===== config.mk =====
export PLATFORM = sky130hd
export DESIGN_NAME = lc4_pipeline
export DESIGN_NICKNAME = d
export VERILOG_FILES = /design/src/lc4_pkg.sv /design/src/lc4_alu.sv /design/src/lc4_bypass.sv /design/src/lc4_decoder.sv /design/src/lc4_pipeline.sv /design/src/lc4_regfile.sv
export SDC_FILE = /design/constraint.sdc
export NUM_CORES = 1
export LEC_CHECK = 0
export BUFFER_PORTS_ARGS = -buffer_cell sky130_fd_sc_hd__buf_4
export CORE_MARGIN = 2
export CORE_UTILIZATION = 35
export CTS_CLUSTER_SIZE = 12
export DETAILED_ROUTE_END_ITERATION = 8
export SLEW_MARGIN = 20
export SYNTH_ARGS = -nofsm -noshare
export SYNTH_HDL_FRONTEND = slang
export SYNTH_SLANG_ARGS = --single-unit

===== constraint.sdc =====
create_clock -name gwe -period 5.65 [get_ports gwe]
set_input_delay 1.13 -clock gwe [delete_from_list [all_inputs] [get_ports gwe]]
set_output_delay 1.13 -clock gwe [all_outputs]
set_load 0.005 [all_outputs]

===== src/lc4_pkg.sv =====
// LC4 package: word and register index types, reset PC, opcode and sub-opcode enums, fields
package lc4_pkg;

   // Machine word and register file sizing
   localparam int WORD_W    = 16;
   localparam int REG_SEL_W = 3;
   localparam int NUM_REGS  = 8;

   typedef logic [WORD_W-1:0]    word_t;
   typedef logic [REG_SEL_W-1:0] reg_sel_t;

   // First fetch address after reset
   localparam word_t RESET_PC = 16'h8200;

   // Opcode field
   localparam int OPC_MSB = 15;
   localparam int OPC_LSB = 12;

   // Register fields, rd doubles as the store data register for STR
   localparam int RD_MSB = 11;
   localparam int RD_LSB = 9;
   localparam int RS_MSB = 8;
   localparam int RS_LSB = 6;
   localparam int RT_MSB = 2;
   localparam int RT_LSB = 0;

   // Sub-opcode of ARITH and LOGIC, bit 5 selects the imm5 form
   localparam int SUBOP_MSB    = 5;
   localparam int SUBOP_LSB    = 3;
   localparam int IMM_FLAG_BIT = 5;

   // Immediate widths, all sign-extended
   localparam int IMM5_W = 5;
   localparam int IMM6_W = 6;
   localparam int IMM9_W = 9;

   // Supported opcodes; anything else retires as a no-op
   typedef enum logic [3:0] {
      OP_ARITH = 4'd1,
      OP_LOGIC = 4'd5,
      OP_LDR   = 4'd6,
      OP_STR   = 4'd7,
      OP_CONST = 4'd9
   } opcode_e;

   // ARITH register forms
   typedef enum logic [2:0] {
      ARITH_ADD = 3'd0,
      ARITH_SUB = 3'd2
   } arith_e;

   // LOGIC register forms
   typedef enum logic [2:0] {
      LOGIC_AND = 3'd0,
      LOGIC_NOT = 3'd1,
      LOGIC_OR  = 3'd2,
      LOGIC_XOR = 3'd3
   } logic_e;

endpackage


===== src/lc4_alu.sv =====
// LC4 ALU: arithmetic, logic, CONST and load/store address generation
`timescale 1ns/1ns

module lc4_alu (
   input  lc4_pkg::word_t i_insn,
   input  lc4_pkg::word_t i_rs_data,
   input  lc4_pkg::word_t i_rt_data,
   output lc4_pkg::word_t o_result
);

   lc4_pkg::opcode_e opcode;
   logic [2:0]       subop;
   lc4_pkg::word_t   imm5_sx;
   lc4_pkg::word_t   imm6_sx;
   lc4_pkg::word_t   imm9_sx;

   assign opcode = lc4_pkg::opcode_e'(i_insn[lc4_pkg::OPC_MSB:lc4_pkg::OPC_LSB]);
   assign subop  = i_insn[lc4_pkg::SUBOP_MSB:lc4_pkg::SUBOP_LSB];

   // Sign-extended immediates, all anchored at bit 0
   assign imm5_sx = {{(lc4_pkg::WORD_W - lc4_pkg::IMM5_W){i_insn[lc4_pkg::IMM5_W-1]}},
                     i_insn[lc4_pkg::IMM5_W-1:0]};
   assign imm6_sx = {{(lc4_pkg::WORD_W - lc4_pkg::IMM6_W){i_insn[lc4_pkg::IMM6_W-1]}},
                     i_insn[lc4_pkg::IMM6_W-1:0]};
   assign imm9_sx = {{(lc4_pkg::WORD_W - lc4_pkg::IMM9_W){i_insn[lc4_pkg::IMM9_W-1]}},
                     i_insn[lc4_pkg::IMM9_W-1:0]};

   always_comb begin
      o_result = '0;
      case (opcode)
         lc4_pkg::OP_ARITH: begin
            if (i_insn[lc4_pkg::IMM_FLAG_BIT]) begin
               o_result = i_rs_data + imm5_sx;
            end else if (subop == lc4_pkg::ARITH_ADD) begin
               o_result = i_rs_data + i_rt_data;
            end else if (subop == lc4_pkg::ARITH_SUB) begin
               o_result = i_rs_data - i_rt_data;
            end
         end
         lc4_pkg::OP_LOGIC: begin
            if (i_insn[lc4_pkg::IMM_FLAG_BIT]) begin
               o_result = i_rs_data & imm5_sx;
            end else begin
               case (subop)
                  lc4_pkg::LOGIC_AND: o_result = i_rs_data & i_rt_data;
                  lc4_pkg::LOGIC_NOT: o_result = ~i_rs_data;
                  lc4_pkg::LOGIC_OR:  o_result = i_rs_data | i_rt_data;
                  lc4_pkg::LOGIC_XOR: o_result = i_rs_data ^ i_rt_data;
                  default: ;
               endcase
            end
         end
         // Effective address for the M stage
         lc4_pkg::OP_LDR, lc4_pkg::OP_STR: o_result = i_rs_data + imm6_sx;
         lc4_pkg::OP_CONST: o_result = imm9_sx;
         default: ;
      endcase
   end

endmodule


===== src/lc4_bypass.sv =====
// LC4 operand bypass: M-to-X and W-to-X forwarding in front of the ALU
`timescale 1ns/1ns

module lc4_bypass (
   input  lc4_pkg::reg_sel_t i_rs_sel,
   input  lc4_pkg::reg_sel_t i_rt_sel,
   input  logic              i_rs_re,
   input  logic              i_rt_re,
   input  lc4_pkg::word_t    i_rs_data,
   input  lc4_pkg::word_t    i_rt_data,
   input  lc4_pkg::reg_sel_t i_m_wsel,
   input  logic              i_m_we,
   input  lc4_pkg::word_t    i_m_data,
   input  lc4_pkg::reg_sel_t i_w_wsel,
   input  logic              i_w_we,
   input  lc4_pkg::word_t    i_w_data,
   output lc4_pkg::word_t    o_rs_data,
   output lc4_pkg::word_t    o_rt_data
);

   // Younger producer in M beats older one in W
   function automatic lc4_pkg::word_t pick(input lc4_pkg::reg_sel_t sel, input logic re,
                                          input lc4_pkg::word_t d_val);
      if (re && i_m_we && (sel == i_m_wsel)) begin
         return i_m_data;
      end else if (re && i_w_we && (sel == i_w_wsel)) begin
         return i_w_data;
      end
      return d_val;
   endfunction

   assign o_rs_data = pick(i_rs_sel, i_rs_re, i_rs_data);
   assign o_rt_data = pick(i_rt_sel, i_rt_re, i_rt_data);

endmodule


===== src/lc4_decoder.sv =====
// LC4 instruction decoder: register selects, read and write enables, load and store flags
`timescale 1ns/1ns

module lc4_decoder (
   input  lc4_pkg::word_t    i_insn,
   output lc4_pkg::reg_sel_t o_rs_sel,
   output lc4_pkg::reg_sel_t o_rt_sel,
   output logic              o_rs_re,
   output logic              o_rt_re,
   output lc4_pkg::reg_sel_t o_wsel,
   output logic              o_rf_we,
   output logic              o_is_load,
   output logic              o_is_store
);

   lc4_pkg::opcode_e opcode;
   logic [2:0]       subop;
   logic             imm_form;

   assign opcode   = lc4_pkg::opcode_e'(i_insn[lc4_pkg::OPC_MSB:lc4_pkg::OPC_LSB]);
   assign subop    = i_insn[lc4_pkg::SUBOP_MSB:lc4_pkg::SUBOP_LSB];
   assign imm_form = i_insn[lc4_pkg::IMM_FLAG_BIT];

   // Destination is always the rd field
   assign o_wsel   = i_insn[lc4_pkg::RD_MSB:lc4_pkg::RD_LSB];
   assign o_rs_sel = i_insn[lc4_pkg::RS_MSB:lc4_pkg::RS_LSB];

   // STR takes its data register from the rd field
   assign o_rt_sel = (opcode == lc4_pkg::OP_STR) ? i_insn[lc4_pkg::RD_MSB:lc4_pkg::RD_LSB]
                                                 : i_insn[lc4_pkg::RT_MSB:lc4_pkg::RT_LSB];

   always_comb begin
      // Default: no-op, nothing read or written
      o_rs_re    = 1'b0;
      o_rt_re    = 1'b0;
      o_rf_we    = 1'b0;
      o_is_load  = 1'b0;
      o_is_store = 1'b0;
      case (opcode)
         lc4_pkg::OP_ARITH: begin
            if (imm_form) begin
               // ADDI
               o_rs_re = 1'b1;
               o_rf_we = 1'b1;
            end else if (subop == lc4_pkg::ARITH_ADD || subop == lc4_pkg::ARITH_SUB) begin
               o_rs_re = 1'b1;
               o_rt_re = 1'b1;
               o_rf_we = 1'b1;
            end
         end
         lc4_pkg::OP_LOGIC: begin
            // ANDI and NOT need rs only; MUL-like gaps stay no-ops
            if (imm_form || subop == lc4_pkg::LOGIC_NOT) begin
               o_rs_re = 1'b1;
               o_rf_we = 1'b1;
            end else if (subop == lc4_pkg::LOGIC_AND || subop == lc4_pkg::LOGIC_OR ||
                         subop == lc4_pkg::LOGIC_XOR) begin
               o_rs_re = 1'b1;
               o_rt_re = 1'b1;
               o_rf_we = 1'b1;
            end
         end
         lc4_pkg::OP_LDR: begin
            o_rs_re   = 1'b1;
            o_rf_we   = 1'b1;
            o_is_load = 1'b1;
         end
         lc4_pkg::OP_STR: begin
            // Base in rs, data in rt
            o_rs_re    = 1'b1;
            o_rt_re    = 1'b1;
            o_is_store = 1'b1;
         end
         lc4_pkg::OP_CONST: o_rf_we = 1'b1;
         default: ;
      endcase
   end

endmodule


===== src/lc4_pipeline.sv =====
// LC4 five-stage pipeline top: PC, stage registers, valid bits, data port, writeback trace
`timescale 1ns/1ns

module lc4_pipeline (
   input  logic              gwe,
   input  logic              i_arst_n,
   output lc4_pkg::word_t    o_imem_addr,
   input  lc4_pkg::word_t    i_imem_insn,
   output lc4_pkg::word_t    o_dmem_addr,
   output logic              o_dmem_we,
   output lc4_pkg::word_t    o_dmem_wdata,
   input  lc4_pkg::word_t    i_dmem_rdata,
   output logic              o_wb_valid,
   output lc4_pkg::word_t    o_wb_pc,
   output lc4_pkg::word_t    o_wb_insn,
   output logic              o_wb_rf_we,
   output lc4_pkg::reg_sel_t o_wb_rf_wsel,
   output lc4_pkg::word_t    o_wb_rf_wdata
);

   // Fetch
   lc4_pkg::word_t    pc;
   // Decode
   logic              d_valid;
   lc4_pkg::word_t    d_pc, d_insn;
   lc4_pkg::reg_sel_t dec_rs_sel, dec_rt_sel, dec_wsel;
   logic              dec_rs_re, dec_rt_re, dec_rf_we, dec_is_load, dec_is_store;
   lc4_pkg::word_t    rf_rs_data, rf_rt_data;
   // Execute
   logic              x_valid, x_rs_re, x_rt_re, x_rf_we, x_is_load, x_is_store;
   lc4_pkg::word_t    x_pc, x_insn, x_rs_data, x_rt_data;
   lc4_pkg::reg_sel_t x_rs_sel, x_rt_sel, x_wsel;
   lc4_pkg::word_t    byp_rs_data, byp_rt_data, alu_result;
   // Memory
   logic              m_valid, m_rf_we, m_is_load, m_is_store;
   lc4_pkg::word_t    m_pc, m_insn, m_alu, m_store_data;
   lc4_pkg::reg_sel_t m_wsel;
   // Writeback
   logic              w_valid, w_rf_we, w_is_load;
   lc4_pkg::word_t    w_pc, w_insn, w_alu, w_mem_data, w_wdata;
   lc4_pkg::reg_sel_t w_wsel;

   // PC runs straight ahead, no control flow in this subset
   always_ff @(posedge gwe or negedge i_arst_n) begin
      if (!i_arst_n) begin
         pc <= lc4_pkg::RESET_PC;
      end else begin
         pc <= pc + lc4_pkg::word_t'(1);
      end
   end

   assign o_imem_addr = pc;

   // Valid bits and enables; enables are qualified by d_valid on entry to X
   always_ff @(posedge gwe or negedge i_arst_n) begin
      if (!i_arst_n) begin
         d_valid    <= 1'b0;
         x_valid    <= 1'b0;
         x_rs_re    <= 1'b0;
         x_rt_re    <= 1'b0;
         x_rf_we    <= 1'b0;
         x_is_load  <= 1'b0;
         x_is_store <= 1'b0;
         m_valid    <= 1'b0;
         m_rf_we    <= 1'b0;
         m_is_load  <= 1'b0;
         m_is_store <= 1'b0;
         w_valid    <= 1'b0;
         w_rf_we    <= 1'b0;
         w_is_load  <= 1'b0;
      end else begin
         // Every fetch after reset is real
         d_valid    <= 1'b1;
         x_valid    <= d_valid;
         x_rs_re    <= d_valid & dec_rs_re;
         x_rt_re    <= d_valid & dec_rt_re;
         x_rf_we    <= d_valid & dec_rf_we;
         x_is_load  <= d_valid & dec_is_load;
         x_is_store <= d_valid & dec_is_store;
         m_valid    <= x_valid;
         m_rf_we    <= x_rf_we;
         m_is_load  <= x_is_load;
         m_is_store <= x_is_store;
         w_valid    <= m_valid;
         w_rf_we    <= m_rf_we;
         w_is_load  <= m_is_load;
      end
   end

   // Payload registers
   always_ff @(posedge gwe) begin
      d_pc         <= pc;
      d_insn       <= i_imem_insn;
      x_pc         <= d_pc;
      x_insn       <= d_insn;
      x_rs_sel     <= dec_rs_sel;
      x_rt_sel     <= dec_rt_sel;
      x_wsel       <= dec_wsel;
      x_rs_data    <= rf_rs_data;
      x_rt_data    <= rf_rt_data;
      m_pc         <= x_pc;
      m_insn       <= x_insn;
      m_wsel       <= x_wsel;
      m_alu        <= alu_result;
      // Store data after forwarding
      m_store_data <= byp_rt_data;
      w_pc         <= m_pc;
      w_insn       <= m_insn;
      w_wsel       <= m_wsel;
      w_alu        <= m_alu;
      w_mem_data   <= i_dmem_rdata;
   end

   lc4_decoder u_decoder (
      .i_insn     (d_insn),
      .o_rs_sel   (dec_rs_sel),
      .o_rt_sel   (dec_rt_sel),
      .o_rs_re    (dec_rs_re),
      .o_rt_re    (dec_rt_re),
      .o_wsel     (dec_wsel),
      .o_rf_we    (dec_rf_we),
      .o_is_load  (dec_is_load),
      .o_is_store (dec_is_store)
   );

   // Written from W, read in D
   lc4_regfile u_regfile (
      .gwe       (gwe),
      .i_arst_n  (i_arst_n),
      .i_rs_sel  (dec_rs_sel),
      .i_rt_sel  (dec_rt_sel),
      .i_wsel    (w_wsel),
      .i_we      (w_rf_we),
      .i_wdata   (w_wdata),
      .o_rs_data (rf_rs_data),
      .o_rt_data (rf_rt_data)
   );

   // M forwards its ALU value; a load in M is never a source here
   lc4_bypass u_bypass (
      .i_rs_sel  (x_rs_sel),
      .i_rt_sel  (x_rt_sel),
      .i_rs_re   (x_rs_re),
      .i_rt_re   (x_rt_re),
      .i_rs_data (x_rs_data),
      .i_rt_data (x_rt_data),
      .i_m_wsel  (m_wsel),
      .i_m_we    (m_rf_we),
      .i_m_data  (m_alu),
      .i_w_wsel  (w_wsel),
      .i_w_we    (w_rf_we),
      .i_w_data  (w_wdata),
      .o_rs_data (byp_rs_data),
      .o_rt_data (byp_rt_data)
   );

   lc4_alu u_alu (
      .i_insn    (x_insn),
      .i_rs_data (byp_rs_data),
      .i_rt_data (byp_rt_data),
      .o_result  (alu_result)
   );

   // Data port, address only driven for memory ops
   assign o_dmem_addr  = (m_is_load | m_is_store) ? m_alu : '0;
   assign o_dmem_we    = m_is_store;
   assign o_dmem_wdata = m_store_data;

   // Writeback mux
   assign w_wdata = w_is_load ? w_mem_data : w_alu;

   // Trace
   assign o_wb_valid    = w_valid;
   assign o_wb_pc       = w_pc;
   assign o_wb_insn     = w_insn;
   assign o_wb_rf_we    = w_rf_we;
   assign o_wb_rf_wsel  = w_wsel;
   assign o_wb_rf_wdata = w_wdata;

endmodule


===== src/lc4_regfile.sv =====
// LC4 register file: eight words, two combinational read ports, write-through from writeback
`timescale 1ns/1ns

module lc4_regfile (
   input  logic              gwe,
   input  logic              i_arst_n,
   input  lc4_pkg::reg_sel_t i_rs_sel,
   input  lc4_pkg::reg_sel_t i_rt_sel,
   input  lc4_pkg::reg_sel_t i_wsel,
   input  logic              i_we,
   input  lc4_pkg::word_t    i_wdata,
   output lc4_pkg::word_t    o_rs_data,
   output lc4_pkg::word_t    o_rt_data
);

   lc4_pkg::word_t regs [lc4_pkg::NUM_REGS];

   // Registers come up as zero
   always_ff @(posedge gwe or negedge i_arst_n) begin
      if (!i_arst_n) begin
         for (int i = 0; i < lc4_pkg::NUM_REGS; i++) begin
            regs[i] <= '0;
         end
      end else if (i_we) begin
         regs[i_wsel] <= i_wdata;
      end
   end

   // Same-cycle write wins over the stored value
   assign o_rs_data = (i_we && (i_rs_sel == i_wsel)) ? i_wdata : regs[i_rs_sel];
   assign o_rt_data = (i_we && (i_rt_sel == i_wsel)) ? i_wdata : regs[i_rt_sel];

endmodule

Yosys cells after proc, flatten, opt, wreduce, memory -nomap -nowiden. Index checks and enable logic that the tools add are counted.

Add/sub/neg operators: 5. Order comparisons: 4. Equal/unequal tests: 22. Multiplexer cells: 41. Bitwise operators: 14. Reductions and logical operators: 19.

Operators with widths (count): 16-bit 2-to-1 mux (19); 128-bit bitwise mux (1); 16-bit one-hot mux with 4 select lines (2); 16-bit binary-select mux with 3-bit select (2); 16-bit adder (3); 16-bit demux with 3-bit select (1); 16-bit AND (2); 4-bit by 3-bit == test with 1-bit output (second input constant) (6); 3-bit == test (6); 16-bit by 1-bit adder with 16-bit output (second input constant) (1); 16-bit NOT (1); 16-bit OR (1); 16-bit subtractor (1); 16-bit XOR (1); 3-bit by 2-bit == test with 1-bit output (second input constant) (4); 4-bit >= comparator (second input constant) (3); 1-bit 2-to-1 mux (12); 3-bit NOT with 4-bit output (3); 1-bit logical AND (11); 1-bit one-hot mux with 3 select lines (3); 4-bit by 1-bit == test with 1-bit output (second input constant) (2); 4-bit == test (second input constant) (2); 3-bit by 1-bit == test with 1-bit output (second input constant) (2); 3-bit logical NOT (2); other kinds (6) (14).

Register bits: 397. Input bits: 34. Output and inout bits: 102. Word-level logic and storage cells: 147.

Logic depth before layout (Yosys ltp).
Depth in word-level cells: 10. Gate-level depth with buffers: 19. Gate-level depth less buffers: 18.

By module. A second synthesis with hierarchy kept.

Cell total of the unflattened synthesis: 1497. Area, all modules: 18755.5 um2.

By module, submodules not included: lc4_regfile (instances 1, cells an instance 452, area an instance 7526.0 um2, seq. area each 3203.1 um2); lc4_pipeline (instances 1, cells an instance 352, area an instance 6172.2 um2, seq. area each 5537.8 um2); lc4_alu (instances 1, cells an instance 543, area an instance 4002.6 um2, seq. area each 0.0 um2); lc4_bypass (instances 1, cells an instance 124, area an instance 860.8 um2, seq. area each 0.0 um2); lc4_decoder (instances 1, cells an instance 26, area an instance 193.9 um2, seq. area each 0.0 um2).

Least setup slack after synthesis. No wires, ideal clock.

Path type: reg2reg. From: reg w_wsel[0], in the netlist o_wb_rf_wsel[0]. To: reg m_alu[15]. Setup time: 0.120 ns. Arrival: 4.133 ns. Setup slack: 1.397 ns. Stages on the path, launching flop included: 16. Buffers on the path: 2. Clock period less this slack: 4.253 ns. Cell sequence: dfxtp_1 -> buf_6 -> xor2_1 -> nor4_4 -> buf_2 -> o21ai_1 -> o21ai_1 -> ha_1 -> a211oi_1 -> o21bai_1 -> or4_1 -> a221o_1 -> a31oi_1 -> o21ai_0 -> xnor2_1 -> a211o_1.

Cells in the longest elaborated chain, start to end: 10. Elaborated cells on any way between the ends: 25. Those cells by class: add/sub: 4; eq/ne: 2; mux: 12; bitwise: 5; reduce/logical: 2.

RTL lines: from (decl) (RTL line lc4_pipeline.sv:41) `lc4_pkg::reg_sel_t w_wsel;`; from (signal assigned) (RTL line lc4_pipeline.sv:109) `w_wsel <= m_wsel;`; 3-bit == test (RTL line lc4_bypass.sv:26) `end else if (re && i_w_we && (sel == i_w_wsel)) begin`; 1-bit logical AND (RTL line lc4_bypass.sv:26); 1-bit 2-to-1 mux (RTL line lc4_bypass.sv:26); 1-bit 2-to-1 mux (RTL line lc4_bypass.sv:24) `if (re && i_m_we && (sel == i_m_wsel)) begin`; 16-bit 2-to-1 mux (RTL line lc4_bypass.sv:29) `return d_val;`; 16-bit subtractor (RTL line lc4_alu.sv:37) `o_result = i_rs_data - i_rt_data;`; 16-bit 2-to-1 mux (RTL line lc4_alu.sv:36) `end else if (subop == lc4_pkg::ARITH_SUB) begin`; 16-bit 2-to-1 mux (RTL line lc4_alu.sv:34) `end else if (subop == lc4_pkg::ARITH_ADD) begin`; 16-bit 2-to-1 mux (RTL line lc4_alu.sv:32) `if (i_insn[lc4_pkg::IMM_FLAG_BIT]) begin`; 16-bit one-hot mux with 4 select lines (*) (RTL line lc4_alu.sv:30) `case (opcode)`; to (signal assigned) (RTL line lc4_pipeline.sv:104) `m_alu <= alu_result;`; to (decl) (RTL line lc4_pipeline.sv:36) `lc4_pkg::word_t m_pc, m_insn, m_alu, m_store_data;`.

Mark *: on every way between the ends. The rest lies on a longest branch, timed or not. A chain may end at the register's enable or synchronous reset.

==> summary.md <==
| Metric | Value |
|---|---|
| All-layer global routing usage | 19.07% |
| Total wire length | 49990 µm |
| R2R Path Start | o_wb_insn[11]$_DFF_P_ |
| Leakage power | 8.921 nW |
| PortBufs | 135 |
| PD cells | 382.6 nW/µm² |
| Die area | 52040 µm² |
| Vias | 13860 |
| Clock sink count | 385 |
| Worst Min Path Start | d_pc[1]$_DFF_P_ |
| Post-synthesis cell count | 1838 |
| Unrepaired setup endpoints after global routing | false |
| Synthesized area | 17580 µm² |
| Post-synth cell types | 81 |
| Global-route wire length before repair | 78300 µm |
| Total congestion overflow | 0 |
| Drt pass-1 iters | 5 |
| Die X | 228.1 µm |
| CP Launch Point | o_wb_insn[11]$_DFF_P_ |
| Post-route DRC | 0 |
| Final Util | 41.63% |
| Routability cong. | 0.9003 |
| Asr flop ratio synth | 41.04% |
| Setup violators final | 0 |
| Clk Latency, worst-skew pair | 0.57 ns |
| Post-synth top area share | 25.85% |
| Worst Hold Depth | 0 |
| Cell Area, Placed | 19360 µm² |
| Worst path required time | 6.11 ns |
| Vias in the first global route | 13890 |
| Largest net degree at the start of global routing | 99 |
| Detail Placement HPWL | 35320 µm |
| EDFF count, synth | 0 |
| Clk buf depth | 3 |
| Max Cap Viol | 0 |
| Worst VDD drop | 0.2121 mV |
| Layout cells sized above 1 | 16.08% |
| Initial antenna violation count | 0 |
| Worst reg-to-reg path cell count | 15 |
| Via density per instance | 5.231 |
| Post-CTS setup repair buffer count | 0 |
| Main flop type after synthesis | dfxtp_1 |
| Antenna diodes | 0 |
| Clock skew | 0.01823 ns |
| Worst setup SP type | flip-flop |
| Final non-filler cell area | 20760 µm² |
| CTS Buf Count | 43 |
| Register bit total from synthesis | 385 |
| Clk slew on worst S/H paths | 0.06 ns |
| FMAX | 0.2048 GHz |
| I/O pins | 136 |
| Initial Util | 35.26% |
| Maximum fanout along the worst path | 16 |
| Final worst path period need | 4.882 ns |
| Status | completed |
| Core Region | 49860 µm² |
| Post-CTS Resized | 0 |
| Mapped Nets | 1950 |
| CP Capture Type | flip-flop |
| Warnings, synthesis | 0 |
| Final Hold Fails | 0 |
| Die height | 228.1 µm |
| Setup TNS Final | 0 ns |
| H-tree levels | 2 |
| Most frequent cells after synthesis | nand2_1 (291), dfxtp_1 (227), dfrtp_1 (156) |
| Hold_buf cts | 0 |
| DR WL/cell | 18.87 µm |
| Synth area leaders | dfxtp_1 (26%), dfrtp_1 (22%), nand2_1 (6.2%), mux4_2 (5.5%), ha_1 (5.3%) |
| Crit Path Class | reg2reg |
| Row count | 82 |
| Period utilization | 86.40% |
| Cell type with the largest total area after synthesis | dfxtp_1 |
| Root buf cell | clkbuf_16 |
| Layout Nets | 2055 |
| Post-detailed-route count of antenna-violating nets | 0 |
| Area Growth Syn to Fin | 18.06% |
| Register area share after synthesis | 48.35% |
| Filler cell count | 4895 |
| Mean post-synth cell area | 9.565 µm² |
| Initial DRC count | 960 |
| Slew Viols, Final | 0 |
| Worst hold path class | reg2reg |
| CP arrival | 5.34 ns |
| Worst-margin pin slew | 0.9458 ns |
| Slew HR | 36.94% |
| Most common cell in the netlist | nand2_1 |
| CTS tree | done |
cell type report:
class                      instances  area (µm²)  share of cell area [%]
clock buffer                      67        1247                   6.010
clock inverter                    13       147.6                  0.7113
inverter                          82       307.8                   1.483
multi-input combinational       1249        8341                   40.18
sequential                       385        8502                   40.96
tap                              672       840.8                   4.051
timing repair buffer             182        1370                   6.601
layout by cell type (no fill, tap or decap), types with 6 or more instances in the layout:
cell type	netlist	routed
o21ai_1	20	20
clkbuf_16	0	44
dfrtp_1	156	156
nand4_1	8	8
a31oi_1	12	12
dfxtp_1	227	226
o21ai_0	124	124
inv_1	80	79
ha_1	75	75
nor3_1	16	12
nor2_1	120	119
a22oi_1	8	8
o21a_1	18	18
mux4_2	43	43
buf_4	3	181
a21oi_1	144	144
clkbuf_1	87	17
o221ai_1	6	6
clkbuf_8	0	6
a311oi_1	33	33
nor2b_1	25	25
nand2_1	291	291
xor2_1	21	21
and3_1	24	24
nand3_1	44	44
mux2i_1	44	41
a211oi_1	9	9
xnor2_1	44	44
and2_1	6	6
nand2b_1	10	10
a21o_1	10	10
o211ai_1	12	12
power by group:
part	internal [mW]	switching [mW]
Clock	1.58	1.13
Combinational	0.847	1.10
Sequential	3.05	0.229
flip-flops by register name (all words and copies together) (netlist names), 16 cells and up:
signal / flops
w_mem_data: 16
d_pc: 16
x_rs_data: 16
o_imem_addr: 16
o_dmem_wdata: 16
w_alu: 16
m_alu: 16
d_insn: 16
x_pc: 16
x_rt_data: 16
u_regfile.regs: 128
o_wb_pc: 16
m_pc: 16
metrics by stage:
| step | instances | setup slack, ns | hold WS, ns | power [mW] |
|---|---|---|---|---|
| after CTS | 2650 | 0.7674 | 0.3199 | 8.000 |
| after detailed placement | 2570 | 0.7792 | 0.3121 | 5.249 |
| after global routing | 2650 | 0.3812 | 0.3280 | 8.370 |
| after floorplan | 1838 | 1.397 | 0.3096 | 4.626 |
| final | 2650 | 0.7682 | 0.3183 | 7.942 |
| after global placement | 2570 | 0.9243 | 0.3104 | 5.219 |
cell families after synthesis:
group	after synthesis	synth area share (%)
buffers and inverters	204	4.640
AO/OA/AOI/OAI	446	15.65
AND/OR/NAND/NOR	572	14.40
other	1	0.02133
adder cells (fa/ha/maj)	78	5.679
XOR/XNOR	65	3.238
flip-flops	385	48.35
multiplexers	87	8.014
final timing paths:
check / slack, ns / endpoint
max: 0.77 / m_alu[15]$_SDFF_PN0_
min: 0.32 / x_pc[1]$_DFF_P_
max reg2reg: 0.77 / m_alu[15]$_SDFF_PN0_
min reg2reg: 0.32 / x_pc[1]$_DFF_P_
max in group asynchronous: 3.94 / u_regfile.regs[22]$_DFFE_PN0P_
min in group asynchronous: 0.65 / o_imem_addr[3]$_DFF_PN0_
layer usage:
layer,share of wire (%),track usage [%]
met5,0,0
met4,4.1,8.701
met3,5.2,3.225
met2,49,32.70
met1,42,23.47
critical path, cell delays in order (launching register included):
cell,delay [ns]
dfxtp_1,0.68
xor2_1,0.20
nor4_4,0.68
buf_4,0.34
nand2_1,0.06
o21ai_0,0.09
o21ai_0,0.32
ha_1,0.39
nor2b_1,0.16
or4_4,0.43
o211ai_2,0.23
a41oi_2,0.22
a2111oi_2,0.43
or4b_1,0.18
nand3_1,0.09
a211o_1,0.28
No activity file was read; power rests on OpenSTA's default activity.
